===== config.mk =====
export PLATFORM = sky130hd
export DESIGN_NAME = wb_subsystem
export DESIGN_NICKNAME = d
export VERILOG_FILES = /design/src/logic/wb_config_pkg.sv /design/src/logic/wb_types_pkg.sv /design/src/logic/id_tracking.sv /design/src/logic/write_back.sv /design/src/logic/register_file.sv /design/src/logic/wb_subsystem.sv
export SDC_FILE = /design/constraint.sdc
export NUM_CORES = 2
export LEC_CHECK = 0
export ABC_AREA = 1
export ABC_CLOCK_PERIOD_IN_PS = 2900
export BUFFER_PORTS_ARGS = -buffer_cell sky130_fd_sc_hd__buf_4
export CAP_MARGIN = 5
export CORE_UTILIZATION = 55
export CTS_BUF_LIST = sky130_fd_sc_hd__clkbuf_16
export DETAILED_ROUTE_END_ITERATION = 8
export PLACE_DENSITY = 0.69
export SLEW_MARGIN = 10
export SYNTH_ARGS = -nofsm -noshare
export SYNTH_HDL_FRONTEND = slang
export SYNTH_SLANG_ARGS = --single-unit

===== constraint.sdc =====
create_clock -name clk -period 2.9 [get_ports clk]
set_input_delay 0 -clock clk [delete_from_list [all_inputs] [get_ports clk]]
set_output_delay 0 -clock clk [all_outputs]
set_load 0.01 [all_outputs]

===== src/logic/wb_config_pkg.sv =====
// Write-back subsystem sizing constants
// Default values for the top-level parameters of the write-back,
// retirement and register-file blocks
`default_nettype none

package wb_config_pkg;

    //////////////////////////////////////////////////
    // Datapath

    // Result and register word width
    localparam int XLEN = 32;

    //////////////////////////////////////////////////
    // Completion and tracking

    // Execution units that report results by slot ID
    localparam int NUM_WB_UNITS = 2;

    // Slot IDs in flight at once, power of two
    localparam int MAX_INFLIGHT_COUNT = 4;

    //////////////////////////////////////////////////
    // Architectural state

    // Integer registers, x0 hardwired to zero
    localparam int NUM_REGS = 32;

endpackage

`default_nettype wire


===== src/logic/wb_types_pkg.sv =====
// Write-back subsystem types
// Slot IDs, register addresses, result words and the per-slot
// packet that is kept from issue until retirement
`default_nettype none

package wb_types_pkg;

    import wb_config_pkg::*;

    //////////////////////////////////////////////////
    // Scalar types

    // One slot of the circular ID tracker
    typedef logic [$clog2(MAX_INFLIGHT_COUNT)-1:0] instruction_id_t;

    // Architectural register index
    typedef logic [$clog2(NUM_REGS)-1:0] rd_addr_t;

    // Unit result, also the register file word
    typedef logic [XLEN-1:0] wb_data_t;

    //////////////////////////////////////////////////
    // In-flight packet

    // Stored at issue, read back at retirement
    typedef struct packed {
        // Destination register
        rd_addr_t rd_addr;
        // Destination is not x0
        logic rd_addr_nzero;
        // Completes through the store port, no register write
        logic is_store;
    } inflight_packet_t;

endpackage

`default_nettype wire


===== src/logic/id_tracking.sv =====
// Circular slot ID allocator
// Hands out IDs in order at issue and frees the oldest at retirement,
// keeps an occupancy count for back-pressure and empty detection
`timescale 1ns/1ps
`default_nettype none

module id_tracking #(
    parameter int MAX_INFLIGHT_COUNT = wb_config_pkg::MAX_INFLIGHT_COUNT
) (
    input  logic                          clk,
    input  logic                          rst,
    input  logic                          issued,
    input  logic                          retired,
    output wb_types_pkg::instruction_id_t next_id,
    output wb_types_pkg::instruction_id_t oldest_id,
    output logic                          id_available,
    output logic                          empty
);

    import wb_types_pkg::*;

    // Count has to reach the full depth, so one extra bit
    localparam int COUNT_W = $clog2(MAX_INFLIGHT_COUNT + 1);

    logic [COUNT_W-1:0] inflight_count;

    //////////////////////////////////////////////////
    // Pointers

    // Both wrap naturally, depth is a power of two
    always_ff @(posedge clk) begin
        if (rst) begin
            next_id   <= '0;
            oldest_id <= '0;
        end else begin
            // Allocate on accepted issue
            if (issued) begin
                next_id <= instruction_id_t'(next_id + 1'b1);
            end
            // Free the oldest slot on retirement
            if (retired) begin
                oldest_id <= instruction_id_t'(oldest_id + 1'b1);
            end
        end
    end

    //////////////////////////////////////////////////
    // Occupancy

    always_ff @(posedge clk) begin
        if (rst) begin
            inflight_count <= '0;
        end else begin
            case ({issued, retired})
                // Issue only
                2'b10: inflight_count <= inflight_count + 1'b1;
                // Retire only
                2'b01: inflight_count <= inflight_count - 1'b1;
                // Both or neither, no change
                default: inflight_count <= inflight_count;
            endcase
        end
    end

    // Flags straight from the count
    assign id_available = (inflight_count < COUNT_W'(MAX_INFLIGHT_COUNT));
    assign empty        = (inflight_count == '0);

endmodule

`default_nettype wire


===== src/logic/write_back.sv =====
// Write-back and in-order retirement
// Collects out-of-order unit and store completions by slot ID,
// retires the oldest slot once done and drives the register file
// write one cycle later
`timescale 1ns/1ps
`default_nettype none

module write_back #(
    parameter int NUM_WB_UNITS       = wb_config_pkg::NUM_WB_UNITS,
    parameter int MAX_INFLIGHT_COUNT = wb_config_pkg::MAX_INFLIGHT_COUNT
) (
    input  logic                           clk,
    input  logic                           rst,
    // Issue side
    input  logic                           issued,
    input  wb_types_pkg::instruction_id_t  issue_id,
    input  wb_types_pkg::inflight_packet_t issue_packet,
    // Unit completions
    input  logic [NUM_WB_UNITS-1:0]        unit_done,
    input  wb_types_pkg::instruction_id_t  unit_id [NUM_WB_UNITS],
    input  wb_types_pkg::wb_data_t         unit_rd [NUM_WB_UNITS],
    // Store completions
    input  logic                           store_complete,
    input  wb_types_pkg::instruction_id_t  store_done_id,
    // From the ID tracker
    input  wb_types_pkg::instruction_id_t  oldest_id,
    input  logic                           empty,
    output logic                           retired,
    // Register file write
    output logic                           rf_we,
    output wb_types_pkg::rd_addr_t         rf_waddr,
    output wb_types_pkg::wb_data_t         rf_wdata,
    output logic                           instruction_complete
);

    import wb_types_pkg::*;

    // Unit select width, at least one bit for a single unit
    localparam int SEL_W = (NUM_WB_UNITS > 1) ? $clog2(NUM_WB_UNITS) : 1;

    // Per-slot storage
    inflight_packet_t packet_table [MAX_INFLIGHT_COUNT];
    wb_data_t         rds_by_id [MAX_INFLIGHT_COUNT];
    logic [SEL_W-1:0] unit_select [MAX_INFLIGHT_COUNT];

    // Per-slot done tracking
    logic [MAX_INFLIGHT_COUNT-1:0] unit_hit;
    logic [MAX_INFLIGHT_COUNT-1:0] id_done_new;
    logic [MAX_INFLIGHT_COUNT-1:0] id_done_r;
    logic [MAX_INFLIGHT_COUNT-1:0] id_done;
    logic [MAX_INFLIGHT_COUNT-1:0] id_retired;
    logic [MAX_INFLIGHT_COUNT-1:0] id_retired_r;

    // Retirement stage
    logic             retired_r;
    instruction_id_t  retired_id_r;
    inflight_packet_t retired_packet;

    //////////////////////////////////////////////////
    // Completion decode

    // Units never report the same ID in one cycle
    always_comb begin
        for (int i = 0; i < MAX_INFLIGHT_COUNT; i++) begin
            unit_hit[i]    = 1'b0;
            unit_select[i] = '0;
            for (int j = 0; j < NUM_WB_UNITS; j++) begin
                if (unit_done[j] && (unit_id[j] == instruction_id_t'(i))) begin
                    unit_hit[i]    = 1'b1;
                    unit_select[i] = SEL_W'(j);
                end
            end
            // Stores carry no result, only the done flag
            id_done_new[i] = unit_hit[i] |
                             (store_complete && (store_done_id == instruction_id_t'(i)));
        end
    end

    // Result capture by slot
    always_ff @(posedge clk) begin
        for (int i = 0; i < MAX_INFLIGHT_COUNT; i++) begin
            if (unit_hit[i]) begin
                rds_by_id[i] <= unit_rd[unit_select[i]];
            end
        end
    end

    //////////////////////////////////////////////////
    // Packet table

    // Written at each accepted issue
    always_ff @(posedge clk) begin
        if (issued) begin
            packet_table[issue_id] <= issue_packet;
        end
    end

    //////////////////////////////////////////////////
    // Done bits and retirement

    // One-hot of the slot retiring this cycle
    always_comb begin
        id_retired            = '0;
        id_retired[oldest_id] = retired;
    end

    // Stored done bits drop the cycle after retirement,
    // same-cycle completions count immediately
    assign id_done = (id_done_r & ~id_retired_r) | id_done_new;

    always_ff @(posedge clk) begin
        if (rst) begin
            id_done_r    <= '0;
            id_retired_r <= '0;
        end else begin
            id_done_r    <= id_done;
            id_retired_r <= id_retired;
        end
    end

    // Oldest slot retires as soon as done
    assign retired = id_done[oldest_id] & ~empty;

    //////////////////////////////////////////////////
    // Register file write

    always_ff @(posedge clk) begin
        if (rst) begin
            retired_r <= 1'b0;
        end else begin
            retired_r <= retired;
        end
    end

    // Payload of the retiring slot
    always_ff @(posedge clk) begin
        retired_id_r   <= oldest_id;
        retired_packet <= packet_table[oldest_id];
    end

    // Pulses for every retired non-store, x0 included
    assign instruction_complete = retired_r & ~retired_packet.is_store;

    // x0 destinations never reach the register file
    assign rf_we    = instruction_complete & retired_packet.rd_addr_nzero;
    assign rf_waddr = retired_packet.rd_addr;
    assign rf_wdata = rds_by_id[retired_id_r];

endmodule

`default_nettype wire


===== src/logic/register_file.sv =====
// Architectural register file
// One synchronous write port and one combinational read port,
// register 0 stays zero
`timescale 1ns/1ps
`default_nettype none

module register_file #(
    parameter int NUM_REGS = wb_config_pkg::NUM_REGS
) (
    input  logic                   clk,
    input  logic                   rst,
    // Write port
    input  logic                   we,
    input  wb_types_pkg::rd_addr_t waddr,
    input  wb_types_pkg::wb_data_t wdata,
    // Read port
    input  wb_types_pkg::rd_addr_t raddr,
    output wb_types_pkg::wb_data_t rdata
);

    import wb_types_pkg::*;

    wb_data_t regs [NUM_REGS];

    //////////////////////////////////////////////////
    // Write

    // Whole file cleared on reset
    always_ff @(posedge clk) begin
        if (rst) begin
            for (int i = 0; i < NUM_REGS; i++) begin
                regs[i] <= '0;
            end
        end else if (we && (waddr != '0)) begin
            // x0 is never written
            regs[waddr] <= wdata;
        end
    end

    //////////////////////////////////////////////////
    // Read

    // Combinational, x0 forced to zero
    always_comb begin
        if (raddr == '0) begin
            rdata = '0;
        end else begin
            rdata = regs[raddr];
        end
    end

endmodule

`default_nettype wire


===== src/logic/wb_subsystem.sv =====
// Write-back subsystem top level
// Connects the slot ID tracker, write-back and retirement logic
// and the register file to the issue, unit and read ports
`timescale 1ns/1ps
`default_nettype none

module wb_subsystem #(
    parameter int XLEN               = wb_config_pkg::XLEN,
    parameter int NUM_WB_UNITS       = wb_config_pkg::NUM_WB_UNITS,
    parameter int MAX_INFLIGHT_COUNT = wb_config_pkg::MAX_INFLIGHT_COUNT,
    parameter int NUM_REGS           = wb_config_pkg::NUM_REGS
) (
    input  logic                           clk,
    input  logic                           rst,
    // Issue
    input  logic                           issue,
    input  wb_types_pkg::inflight_packet_t issue_packet,
    output wb_types_pkg::instruction_id_t  issue_id,
    output logic                           id_available,
    // Units
    input  logic [NUM_WB_UNITS-1:0]        unit_done,
    input  wb_types_pkg::instruction_id_t  unit_id [NUM_WB_UNITS],
    input  logic [XLEN-1:0]                unit_rd [NUM_WB_UNITS],
    // Stores
    input  logic                           store_complete,
    input  wb_types_pkg::instruction_id_t  store_done_id,
    // Status
    output logic                           instruction_queue_empty,
    output logic                           instruction_complete,
    // Architectural read
    input  wb_types_pkg::rd_addr_t         rs_addr,
    output logic [XLEN-1:0]                rs_data
);

    import wb_types_pkg::*;

    logic            issue_accepted;
    instruction_id_t oldest_id;
    logic            retired;
    logic            rf_we;
    rd_addr_t        rf_waddr;
    wb_data_t        rf_wdata;

    // Issue is ignored while all slots are taken
    assign issue_accepted = issue & id_available;

    //////////////////////////////////////////////////
    // Slot IDs
    id_tracking #(
        .MAX_INFLIGHT_COUNT(MAX_INFLIGHT_COUNT)
    ) u_id_tracking (
        .clk         (clk),
        .rst         (rst),
        .issued      (issue_accepted),
        .retired     (retired),
        .next_id     (issue_id),
        .oldest_id   (oldest_id),
        .id_available(id_available),
        .empty       (instruction_queue_empty)
    );

    //////////////////////////////////////////////////
    // Completion and retirement
    write_back #(
        .NUM_WB_UNITS      (NUM_WB_UNITS),
        .MAX_INFLIGHT_COUNT(MAX_INFLIGHT_COUNT)
    ) u_write_back (
        .clk                 (clk),
        .rst                 (rst),
        .issued              (issue_accepted),
        .issue_id            (issue_id),
        .issue_packet        (issue_packet),
        .unit_done           (unit_done),
        .unit_id             (unit_id),
        .unit_rd             (unit_rd),
        .store_complete      (store_complete),
        .store_done_id       (store_done_id),
        .oldest_id           (oldest_id),
        .empty               (instruction_queue_empty),
        .retired             (retired),
        .rf_we               (rf_we),
        .rf_waddr            (rf_waddr),
        .rf_wdata            (rf_wdata),
        .instruction_complete(instruction_complete)
    );

    //////////////////////////////////////////////////
    // Architectural state
    register_file #(
        .NUM_REGS(NUM_REGS)
    ) u_register_file (
        .clk  (clk),
        .rst  (rst),
        .we   (rf_we),
        .waddr(rf_waddr),
        .wdata(rf_wdata),
        .raddr(rs_addr),
        .rdata(rs_data)
    );

endmodule

`default_nettype wire


Yosys cells after proc, flatten, opt, wreduce, memory -nomap -nowiden
Memories as Yosys holds them, arrays and structs flattened. A register that Yosys moved wholly into a read port is not among the register bits.
Cells that the tools add are included.
Widths: inputs -> output; s select.
Word-level totals
  flip-flop bits (word level): 16
  RAM bits: 1180
  input port bits: 88
  output and inout bits: 37
  word-level logic and storage cells: 119
  memories: 3
Memory list
  u_register_file.regs: depth 32, bits a word 32, read ports 1, clocked after memory_dff 0, write ports 32, line register_file.sv:23  | wb_data_t regs [NUM_REGS];
  u_write_back.rds_by_id: depth 4, bits a word 32, read ports 1, clocked after memory_dff 1, write ports 4, line write_back.sv:43  | wb_data_t rds_by_id [MAX_INFLIGHT_COUNT];
  u_write_back.packet_table: depth 4, bits a word 7, read ports 1, clocked after memory_dff 1, write ports 1, line write_back.sv:42  | inflight_packet_t packet_table [MAX_INFLIGHT_COUNT];
Cells by class
  add/subtract/negate cells: 4
  order comparisons: 7
  equality and inequality tests: 11
  multiplexer cells: 48
  bitwise logic cells: 18
  reductions and logical operators: 22
Operators with widths (count)
  $mux 32: 14
  $reduce_or 32->1: 1
  $mux 1: 30
  $eq 2x2->1 const B: 7
  $logic_and 1x1->1: 14
  $and 4x4->4: 2
  $eq 2x1->1 const B: 4
  $ge 2x2->1 const B: 4
  $not 1->2: 4
  $logic_not 2->1: 3
  $pmux 3 s2: 1
  $logic_not 5->1: 1
  $mux 5: 1
  $reduce_bool 5->1: 1
  $add 2x1->2 const B: 2
  $and 1x1->1: 4
  $not 4->4: 1
  $or 1x1->1: 4
  $or 4x4->4: 1
  $add 3x1->3 const B: 1
  $logic_not 3->1: 1
  $lt 2x3->1 const B: 1
  $lt 3x3->1 const B: 1
  $sub 3x1->3 const B: 1
  5 further kinds: 6

Longest topological paths before layout
  depth in word-level cells: 11
  depth in mapped cells: 16
  depth with buffers taken out: 16

Cells and area by module
A second synthesis with hierarchy kept.
Second synthesis, totals
  cells, all modules: 5621
  area, all modules: 54255.8 µm²
Modules (own cells, without submodules)
  register_file: instances 1, cells each 4795, area each 46086.7 µm², seq. area each 30749.5 µm²
  write_back: instances 1, cells each 784, area each 7845.0 µm², seq. area each 5044.8 µm²
  id_tracking: instances 1, cells each 40, area each 316.6 µm², seq. area each 140.1 µm²
  wb_subsystem: instances 1, cells each 2, area each 7.5 µm², seq. area each 0.0 µm²

Least setup slack after synthesis
Ideal clock, no wire load.
  path kind: input-to-reg
  from: input port unit_id[1] (netlist name)
  to: register u_id_tracking.inflight_count[2]
  library setup time: 0.123 ns
  data arrival time: 2.424 ns
  data required time: 2.777 ns
  path slack: 0.353 ns
  stages: 16
  path through: inv_1 -> nand3_1 -> nand2_1 -> inv_1 -> nand3_1 -> nand3_1 -> nand2_1 -> nand2_1 -> inv_1 -> ha_1 -> inv_1 -> fa_1 -> a21oi_1 -> o21ai_0 -> o21ai_0 -> a21oi_1
On the way
  word-level cells in the longest chain between the ends: 10
RTL lines
  start, declared: line wb_subsystem.sv:22  | input wb_types_pkg::instruction_id_t unit_id [NUM_WB_UNITS],
  $eq 2x1->1 (*): line write_back.sv:68  | if (unit_done[j] && (unit_id[j] == instruction_id_t'(i))) begin
  $logic_and 1x1->1 (*): line write_back.sv:68
  $mux 1 (*): line write_back.sv:68
  net u_write_back.unit_hit[1]: line write_back.sv:47  | logic [MAX_INFLIGHT_COUNT-1:0] unit_hit;
  $or 1x1->1 (*): line write_back.sv:74  | id_done_new[i] = unit_hit[i] |
  $or 4x4->4 (*): line write_back.sv:109  | assign id_done = (id_done_r & ~id_retired_r) | id_done_new;
  $bmux 1 s2 (*): line write_back.sv:122  | assign retired = id_done[oldest_id] & ~empty;
  $mux 1 (not written as such) (*): line write_back.sv:122
  $and 1x1->1 (*): line write_back.sv:122
  net retired: line wb_subsystem.sv:39  | logic retired;
  $eq 2x1->1 or $eq 2x2->1 (tied branches): line id_tracking.sv:54  | case ({issued, retired})
  $pmux 3 s2 or $reduce_bool 2->1 (tied branches)
  end signal, assigned: line id_tracking.sv:56  | 2'b10: inflight_count <= inflight_count + 1'b1;
  end signal, assigned: line id_tracking.sv:58  | 2'b01: inflight_count <= inflight_count - 1'b1;
  end signal, assigned: line id_tracking.sv:60  | default: inflight_count <= inflight_count;
  end, declared: line id_tracking.sv:25  | logic [COUNT_W-1:0] inflight_count;
Mark *: on every way through the listed nets, which the timed path passes. The rest lies on a longest branch. The select of a mux whose other input is x is not followed.
A chain may end at the register's enable or synchronous reset.

Worst setup path in the final report
  from: input port unit_id[0] (netlist name)
  to: register u_id_tracking.inflight_count[2]
On the way
  word-level cells in the longest chain between the ends: 10
RTL lines (line)
  $eq 2x2->1 (*): write_back.sv:68
  $logic_and 1x1->1 (*): write_back.sv:68
  $mux 1 (*): write_back.sv:68
  net u_write_back.unit_hit[2]: write_back.sv:47
  $or 1x1->1 (*): write_back.sv:74
  $or 4x4->4 (*): write_back.sv:109
  $bmux 1 s2 (*): write_back.sv:122
  $mux 1 (not written as such) (*): write_back.sv:122
  $and 1x1->1 (*): write_back.sv:122
  net retired: wb_subsystem.sv:39
  $eq 2x1->1 or $eq 2x2->1 (tied branches): id_tracking.sv:54
  $pmux 3 s2 or $reduce_bool 2->1 (tied branches)
Marked as above.

==> flow_results.org <==
** Cells and area
- 0 antenna diodes ended up in the layout.
- With fillers left out, the area of the finished cells amounts to slightly above 0.06 mm^2.
- Nets@finish :: 5705
- Leaving out fill and tap cells, the most frequent cells in the layout are sky130_fd_sc_hd__nand2_1, sky130_fd_sc_hd__nor2_1, sky130_fd_sc_hd__edfxtp_1, sky130_fd_sc_hd__nand3_1, sky130_fd_sc_hd__o21ai_0.
- Fill cell instance count of the final layout :: 7533
- Share of post-route cells with drive strength above 1 :: 8.81%
- Leaving out fill and tap cells, the most frequent cell in the layout is sky130_fd_sc_hd__nand2_1.
- Layout overhead on the synthesized area :: 14.6%
- For this run, the share of the core covered by cells in the final layout is 63.8%.

** Clock network
- Clock sink total :: 1205
- Number of buffers on the longest clock path :: 3
- Num CTS Buffers :: 131
- H-tree depth :: 4
- Post-CTS repair timing setup buffer count :: 0
- For the worst-skew pair, the clock arrives at the later sink with an insertion delay of 0.76 ns.
- Buffer cell driving the clock tree root :: sky130_fd_sc_hd__clkbuf_16
- Clock transition time at the flip-flop clock pins of the worst setup and hold paths :: 0.06 ns
- TritonCTS built the clock tree.

** Status
- The run finished, with violations left.
- The checks that failed: design-rule violations.

** Placed design
- Routability-driven placement finished with a final weighted congestion of 0.914.
- Detailed placement finished with a half-perimeter wire length of 90.0 mm.
- I/O Buffers :: ~120
- In this run the cell area measured after placement is 0.0565 mm^2.

** Global route
- Overall track demand over capacity in global routing :: 32.7%
- The first global-routing pass estimated about 240 mm of wire.
- Largest net degree at the start of global routing :: 127
- The number of antenna violations at the first check in global routing came to 1.
- Remaining global-route overflow :: 0
- The number of global-route vias before repair came to just under 40000.

** Power and ir drop
- Maximum ir drop on the vdd rail :: 0.599 mV
- The analysis attributes to cell leakage a power of 24.3 nW.
- For this design the ratio of total power to cell area is around 700 mW/mm^2.

** Synth
- Summing the sequential cell areas from Yosys gives 66.7% of the chip area.
- Synthesis inferred 1205 register bits.
- Yosys mapped a number of flops with a built-in enable equal to 1180.
- Summing every instance area after synthesis gives ~0.054 mm^2.
- After Yosys synthesis, full adders, half adders and majority gates account for 0.246% of the synthesized area.
- Of the total synthesized cell area, the portion taken by AND, OR, NAND and NOR gates is 23.9%.
- Yosys warnings :: 0
- Among all flip-flop cells after synthesis, the most frequent one is sky130_fd_sc_hd__edfxtp_1.
- Synthesis produced 5470 cells.
- Multiplexer area fraction after synthesis :: 0%
- The synthesized netlist devotes 5.04% of its cell area to compound gates.
- Avg Synthesized Cell Area :: about 9.8 um^2
- Synth Area in XOR/XNOR :: 0%
- Synthesis instantiated 25 different standard cells from the library.
- Async SR Flop Fraction :: 0%
- Largest family of logic cells by synthesized area :: simple AND/OR/NAND/NOR gates

** Die
- Total Die Area :: 0.0992 mm^2
- Placeable core area :: 0.0969 mm^2
- The die is 315 um wide.
- The floorplan step set the die height to 315 um.
- The initial utilization of the core area, before any placement, comes to 55.6%.
- For this design the top-level I/O count stands at 125.
- Rows :: 114

** Worst setup path
- Worst Setup Start Kind :: input port
- Of all nets on the critical path, the largest fanout is 5.
- STA puts the critical path data arrival time at 3.31 ns.
- Sort of element at the end of the critical path :: flip-flop
- Type of the worst setup path :: in2reg
- At the worst endpoint, the required time is 3.52 ns.

** STA
- Based on the critical path, the design can be clocked at up to around 0.37 GHz.
- Worst slew margin relative to its limit :: 49.2%
- RSZ-0062 raised after global routing :: no
- Final TNS setup :: 0 ns
- Worst slew pin tran :: 0.763 ns
- Fin crit share :: 92.8%
- Number of slew-limit violations in the final report :: 0
- Setup Viol. Count Final :: 0
- The final-report hold violation count was 0.
- Time the worst path needs with I/O delays and setup :: about 2.7 ns
- Worst-case clock skew :: between 0.02 and 0.025 ns

** Drt
- For this run, design rule violations remaining after detail routing come to 12.
- Via Count :: ~42000
- Number of nets with antenna violations after routing :: 0
- After detailed routing, the average wire length per cell comes to 23.0 um.
- First DRT Iteration DRCs :: between 5000 and 6000
- Before antenna repair, the detailed router went through 8 iterations.
- In the routed layout, each cell is associated on average with a via count of 5.95.
- Wire length after detailed routing :: approximately 160 mm

** Hold path
- Worst Hold Class :: in2reg

** Flow run
- Across the run, the number of max-cap violations was 0.
==> final timing paths <==
kind	depth (start not counted)	startpoint	endpoint	slack [ns]
hold / removal	2	issue_packet[2]	u_write_back.packet_table[3][2]	0.05
hold reg to reg	0	u_id_tracking.oldest_id[0]	flip-flop	0.44
setup / recovery	19	unit_id[0]	u_id_tracking.inflight_count[2]	0.21
setup reg to reg	7	u_write_back.retired_r	u_register_file.regs[22][14]	0.59
==> timing repair <==
action                                 CTS  global route
endpoints found under the hold margin  186             0
resized for setup                        0             1
hold buffers                           128             0
setup endpoints to repair                0             1
==> power breakdown <==
group / internal [mW] / switching, mW / total, mW
combinational: 1.74 / 5.84 / 7.58
clock: 8.73 / 6.83 / 15.6
sequential: 20.0 / 0.292 / 20.3
==> critical path, stage by stage <==
cell	delay [ns]
sky130_fd_sc_hd__dlygate4sd3_1	0.54
sky130_fd_sc_hd__buf_4	0.15
sky130_fd_sc_hd__inv_1	0.11
sky130_fd_sc_hd__nand3_2	0.09
sky130_fd_sc_hd__dlygate4sd3_1	0.59
sky130_fd_sc_hd__nand2_2	0.15
sky130_fd_sc_hd__nor2_1	0.08
sky130_fd_sc_hd__nand2_1	0.06
sky130_fd_sc_hd__nand3_1	0.06
sky130_fd_sc_hd__nand2_1	0.17
sky130_fd_sc_hd__nand2_1	0.09
sky130_fd_sc_hd__inv_1	0.13
sky130_fd_sc_hd__ha_1	0.16
sky130_fd_sc_hd__inv_1	0.06
sky130_fd_sc_hd__fa_1	0.37
sky130_fd_sc_hd__a21oi_1	0.14
sky130_fd_sc_hd__o21ai_0	0.12
sky130_fd_sc_hd__o21ai_0	0.16
sky130_fd_sc_hd__a21oi_1	0.06
==> per-layer routing <==
layer | vias to the layer above | GRT usage, % | wire length, um
met3 | 339 | 6.09 | 19800
met2 | 2640 | 50.7 | 73900
met1 | 19900 | 45.2 | 60800
li1 | 18700 | - | -
met4 | 2 | 14.1 | 6390
met5 | - | 0 | 13
==> final cells by class <==
| class | count | area [um^2] | share of cell area (%) |
|---|---|---|---|
| flip-flops and latches | 1205 | 35900 | 58.2 |
| multi-input cells | 3753 | 15900 | 25.7 |
| repair buffers | 442 | 4100 | 6.65 |
| clock buffers | 134 | 3350 | 5.43 |
| well taps | 1276 | 1600 | 2.59 |
| clock inverters | 101 | 604 | 0.979 |
| inverters | 74 | 295 | 0.478 |
==> cell families after synthesis <==
kind of cell / after synthesis
flops: 1205
fa+ha+maj: 10
simple gates: 3213
compound gates: 498
buf+inv: 543
other cells: 1
==> synth_stat cells (9+ instances only) <==
cell type	count	share of area, %
sky130_fd_sc_hd__nor3_1	11	0.10
sky130_fd_sc_hd__a32o_1	32	0.59
sky130_fd_sc_hd__ha_1	9	0.21
sky130_fd_sc_hd__o22ai_1	36	0.42
sky130_fd_sc_hd__o21ai_0	319	3.0
sky130_fd_sc_hd__buf_1	44	0.31
sky130_fd_sc_hd__edfxtp_1	1180	66
sky130_fd_sc_hd__nor2_1	1226	8.5
sky130_fd_sc_hd__dfxtp_1	25	0.93
sky130_fd_sc_hd__clkbuf_1	299	2.1
sky130_fd_sc_hd__buf_2	119	1.1
sky130_fd_sc_hd__a21oi_1	105	0.98
sky130_fd_sc_hd__nand3_1	614	5.7
sky130_fd_sc_hd__inv_1	71	0.49
sky130_fd_sc_hd__nand2_1	1358	9.5
==> sequential cells by signal (all words and copies together), names as in the netlist, named ones only <==
signal                        flops
u_id_tracking.inflight_count      3
u_id_tracking.next_id             2
u_id_tracking.oldest_id           2
u_register_file.regs           1024
u_write_back.id_done_r            4
u_write_back.id_retired_r         4
u_write_back.packet_table        28
u_write_back.rds_by_id          128
u_write_back.retired_packet       2
u_write_back.retired_r            1
u_write_back.rf_waddr             5
==> stage by stage <==
stage | setup slack, ns | total power [mW] | hold slack, ns | instances
final | 0.208 | 43.4 | 0.0519 | 6985
after CTS | 0.261 | 43.3 | 0.00845 | 6985
after global routing | 0.0670 | 44.6 | 0.0352 | 6985
after global placement | 0.516 | 27.7 | 0.210 | 6622
after floorplan | 0.353 | 24.6 | 0.0989 | 5501
after detailed placement | 0.546 | 27.8 | 0.210 | 6622
(Power assumes the default switching activity.)
